File: src/common/rx_buf_pkg.sv
/*
 * rx buffer shared definitions
 * widths, depths and vector types for the pre-decimation sample RAM
 * and the decimated-sample FIFO, plus the fill indicator encoding
 */

package rx_buf_pkg;

    // --------------------------------------------------
    // sample and memory geometry
    // --------------------------------------------------
    localparam int SAMPLE_W   = 16;
    localparam int RAM_DEPTH  = 512;
    localparam int RAM_AW     = 9;
    localparam int FIFO_DEPTH = 512;
    localparam int FIFO_PW    = 9;

    // level needs one extra bit to reach a full count of 512
    localparam int LEVEL_W    = FIFO_PW + 1;
    localparam int FLAG_W     = 4;

    // --------------------------------------------------
    // vector types
    // --------------------------------------------------
    // one mono audio sample
    typedef logic [SAMPLE_W-1:0] sample_t;
    // address into the sample RAM
    typedef logic [RAM_AW-1:0]   ram_addr_t;
    // FIFO read and write pointers
    typedef logic [FIFO_PW-1:0]  fifo_ptr_t;
    // FIFO occupancy, 0 to 512
    typedef logic [LEVEL_W-1:0]  fifo_level_t;
    // coarse fill indicator
    typedef logic [FLAG_W-1:0]   fill_flag_t;

    // --------------------------------------------------
    // fill indicator encoding
    // --------------------------------------------------
    localparam fill_flag_t FLAG_EMPTY      = 4'd0;
    localparam fill_flag_t FLAG_FULL       = 4'd15;
    // partial levels step once every 64 words
    localparam int         FLAG_STEP_SHIFT = 6;

    // write address after reset, first sample wraps to 0
    localparam ram_addr_t  WADDR_RESET     = 9'd511;

endpackage

File: src/predeci/predeci_ram_writer.sv
/*
 * pre-decimation RAM writer
 * auto-incrementing write address and registered write enable for
 * incoming samples, with a register-side override that clears words
 */

`timescale 1ns/100ps

module predeci_ram_writer
    import rx_buf_pkg::*;
(
    input  logic      WBs_CLK_i,
    input  logic      WBs_RST_i,
    input  sample_t   sample_i,
    input  logic      sample_wr_i,
    input  logic      wb_clr_master_i,
    input  ram_addr_t wb_clr_addr_i,
    input  logic      wb_clr_wen_i,
    output ram_addr_t ram_waddr_o,
    output sample_t   ram_wdata_o,
    output logic      ram_wen_o,
    output ram_addr_t seq_waddr_o
);

    ram_addr_t seq_addr_r;
    logic      seq_wen_r;
    sample_t   sample_r;

    // --------------------------------------------------
    // sequential sample write
    // --------------------------------------------------
    // address advances on every strobe, override or not
    always_ff @(posedge WBs_CLK_i or posedge WBs_RST_i)
    begin
        if (WBs_RST_i)
        begin
            seq_addr_r <= WADDR_RESET;
            seq_wen_r  <= 1'b0;
        end
        else
        begin
            if (sample_wr_i)
            begin
                seq_addr_r <= seq_addr_r + 1'b1;
            end
            // one-cycle enable per strobe
            seq_wen_r <= sample_wr_i;
        end
    end

    // sample captured alongside the address step
    always_ff @(posedge WBs_CLK_i)
    begin
        if (sample_wr_i)
        begin
            sample_r <= sample_i;
        end
    end

    // --------------------------------------------------
    // write port select
    // --------------------------------------------------
    // register master clears with zeros, no added delay
    assign ram_waddr_o = wb_clr_master_i ? wb_clr_addr_i : seq_addr_r;
    assign ram_wdata_o = wb_clr_master_i ? sample_t'(0) : sample_r;
    assign ram_wen_o   = wb_clr_master_i ? wb_clr_wen_i : seq_wen_r;

    assign seq_waddr_o = seq_addr_r;

endmodule

File: config.mk
export PLATFORM = sky130hd
export DESIGN_NAME = predeci_ram_writer
export DESIGN_NICKNAME = d
export VERILOG_FILES = /design/src/common/rx_buf_pkg.sv /design/src/predeci/predeci_ram_writer.sv
export SDC_FILE = /design/constraint.sdc
export NUM_CORES = 1
export LEC_CHECK = 0
export ABC_AREA = 1
export BUFFER_PORTS_ARGS = -buffer_cell sky130_fd_sc_hd__buf_2
export CORE_AREA = 2 2 67 69
export CTS_BUF_LIST = sky130_fd_sc_hd__clkbuf_16
export CTS_CLUSTER_DIAMETER = 40
export DETAILED_ROUTE_END_ITERATION = 16
export DIE_AREA = 0 0 69 71
export PLACE_DENSITY = 0.56
export SYNTH_ARGS = -nofsm -noshare
export SYNTH_HDL_FRONTEND = slang
export SYNTH_SLANG_ARGS = --single-unit
export TNS_END_PERCENT = 30
File: constraint.sdc
create_clock -name WBs_CLK_i -period 1.2 [get_ports WBs_CLK_i]
set_input_delay 0.36 -clock WBs_CLK_i [delete_from_list [all_inputs] [get_ports WBs_CLK_i]]
set_output_delay 0.36 -clock WBs_CLK_i [all_outputs]
set_load 0.005 [all_outputs]
==> metrics.csv <==
stage;metric;value;unit
outcome;outcome;finished, violations left;
outcome;failing checks;setup timing;
place;Inst Count DP;261;
route;DR WL/cell;10.94;um
final_layout;fillcell total;417;
sta;Rel. slew slack;71.91;%
route;via count;1108;
job;# Max-Cap Violations;0;
route;drt pass-1 iters;4;
place;dpl cell area;0.001722;mm2
yosys;Yosys top cell by area;edfxtp_1;
global_routing;initial antenna violation count;0;
yosys;Synth cell types;16;
place;port bufs;64;
final_layout;nets;250;
die;die height;71;um
power;clock network power share;18.8;%
critical_path;Slowest cell on crit path;dfstp_2;
sta;Tmin final;1.457;ns
yosys;warnings from Yosys;0;
die;Die ar.;0.004899;mm2
sta;Slew Viols, Final;0;
final_layout;share of cells above drive strength 1;57.80;%
route;Final ANT Viol Nets;0;
critical_path;Worst path max stage delay;0.55;ns
sta;Peak Freq;686.6;MHz
power;Power per Cell Area;1966;mW/mm2
global_routing;number of global-route vias before repair;1066;
clocking;worst-skew pair later-pin latency;0.26;ns
yosys;post-synth net total;163;
clocking;Clock Path Buffers;2;
final_layout;Finished Layout Cells;270;
sta;RSZ-0062 raised after global routing;yes;
clocking;clock net sink count;26;
die;Core Rows;24;
critical_path;type of the worst setup path;flip-flop to primary output;
power;sequential share of power;36.5;%
global_routing;grt ovf;0;
critical_path;Worst R2R Path Depth;6;
critical_path;critical path data arrival time;1.10;ns
clocking;total CTS buffers;3;
critical_path;CP startpoint kind;flip-flop;
clocking;CTS root buffer;clkbuf_16;
yosys;Synth area leaders;edfxtp_1 39%, dfstp_2 19%, inv_1 9.8%;
power;P_int;2.659;mW
sta;Worst Tran Pin Value;0.4208;ns
sta;Max Clock Skew;0.007115;ns
clocking;CTS tree;yes;
sta;hold_ws;0.09087;ns
power;Comb pwr share;44.7;%
power;Leakage;1.036;nW
yosys;Mapped Cells;132;
critical_path;Worst setup EP type;primary output;
sta;final setup vio count;27;
yosys;synthesized area per cell;9.308;um2
global_routing;pin count of the biggest net entering global routing;15;
final_layout;post-route design area;0.001964;mm2
critical_path;Worst EP required;0.84;ns
die;Core ar.;0.004204;mm2
route;DR vias/cell;4.104;
yosys;post-synthesis sequential area ratio;60.39;%
clocking;CTS clk-pin slew, worst paths;0.07;ns
critical_path;CP Max Fanout;2;
die;Top Ports;65;
die;Die Wd;69;um
place;HPWL Detailed;2253;um
route;number of remaining DRC errors;0;
clocking;H-tree levels;1;
final_layout;Antenna diodes;0;
critical_path;crit-path cells;inv_2 > o21ai_1 > buf_2;
yosys;synthesized flop and latch total;26;
place;GP Congestion;0.7397;
route;initial drt markers;40;
worst_hold_path;Hold Path Class;input port to asynchronous set/reset pin;
power;Switching Share;31.13;%
yosys;Synth top area share;39.10;%
power;Worst VDD drop;1.051;mV
global_routing;all-layer global routing usage;12.84;%
power;Sw Pwr;1.202;mW
final_layout;Area Growth Syn to Fin;59.88;%
sta;final worst slack;-0.2566;ns
sta;final hold vios;0;
global_routing;first-pass GRT wire length;4981;um
route;drt total wl;2953;um
die;initial core utilization;29.23;%
sta;Tcrit/Tclk final;121.4;%
yosys;synthesized area;0.001229;mm2
## worst paths after layout
path | from | endpoint | slack, ns
setup / recovery | seq_waddr_o[7] | ram_waddr_o[7] | -0.26
hold reg to reg | seq_waddr_o[1] | seq_waddr_o[1] | 0.51
setup reg to reg | seq_waddr_o[0] | seq_waddr_o[4] | -0.09
max in group asynchronous | WBs_RST_i | seq_waddr_o[1] | 0.79
hold / removal | WBs_RST_i | seq_wen_r | 0.09
min in group WBs_CLK_i | sample_i[13] | sample_r[13] | 0.27
## cells by family after synthesis
logic type,share of synthesized area [%]
fa+ha+maj,1.018
mux,1.833
buf+inv,11.71
simple gates,18.53
xor+xnor,2.851
compound gates,3.666
flops,60.39
## repair_timing
item	CTS	global route
resized for setup	24	25
pin swaps	5	8
hold endpoints to repair	0	0
buffers inserted	4	1
endpoints found under the setup margin	36	41
hold buffers	0	0
## power groups by stage
| stage | clock [mW] | combinational, mW | sequential [mW] |
|---|---|---|---|
| 2_1_floorplan | 0 | 0.511 | 1.46 |
| 3_3_place_gp | 0 | 1.31 | 1.38 |
| 3_5_place_dp | 0 | 1.33 | 1.39 |
| 5_1_grt | 0.793 | 1.93 | 1.44 |
| 4_1_cts | 0.747 | 1.56 | 1.39 |
| 6_report | 0.726 | 1.73 | 1.41 |
## layout by cell type, fill, tap and decap left out, types with 2 or more instances in the layout
cell	instances
buf_2	57
buf_4	15
buf_6	13
clkbuf_16	3
dfstp_2	9
edfxtp_1	16
inv_1	22
inv_2	11
nand2_1	26
nand3_1	4
nor2_1	12
nor2_2	6
nor2_4	2
o21ai_1	3
o21ai_2	5
xor2_1	4
## cells in the mapped netlist (all sizes together)
master,n
o21ai,9
xor2,4
nand4,1
edfxtp,16
inv,33
ha,1
nand2,27
nand3,5
buf,4
nor2,20
mux2,2
dfstp,9
dfrtp,1
## registers in the layout, indices dropped and copies added, names as in the netlist
| name | cells |
|---|---|
| sample_r | 16 |
| seq_waddr_o | 9 |
| seq_wen_r | 1 |
## critical path: cells and delay by family (launching register included)
kind	cells	cell delay [ns]
DFF	1	0.55
AOI/OAI and AO/OA	1	0.12
buffers and inverters	2	0.16
## layer usage
layer | vias up | share of wire [%] | track usage (%)
met1 | 486 | 46 | 17.43
li1 | 572 | - | -
met5 | - | 0 | 0
met3 | 0 | 7.7 | 2.991
met4 | 0 | 0 | 3.922
met2 | 50 | 46 | 20.51
## cell type report
cell class	instances	area [um2]	area share (%)
repair buffers	86	564.3	28.73
inverters	33	123.9	6.306
clock buffers	3	75.07	3.822
multi-input cells	69	390.4	19.87
clock inverters	1	3.754	0.1911
well taps	52	65.06	3.312
flip-flops and latches	26	742.0	37.77
## per-stage QoR
step,TNS [ns],setup slack [ns],util [%],total power [mW]
finish,-3.954,-0.2566,46.73,3.862
detailed placement,-2.930,-0.1813,40.95,2.716
global placement,-2.332,-0.1602,40.95,2.691
CTS,-4.182,-0.2612,44.67,3.696
global route,-5.827,-0.3090,46.73,4.154
floorplan,-0.01626,-0.002710,-,1.973
Note: power is estimated with default switching activity, not from simulation.
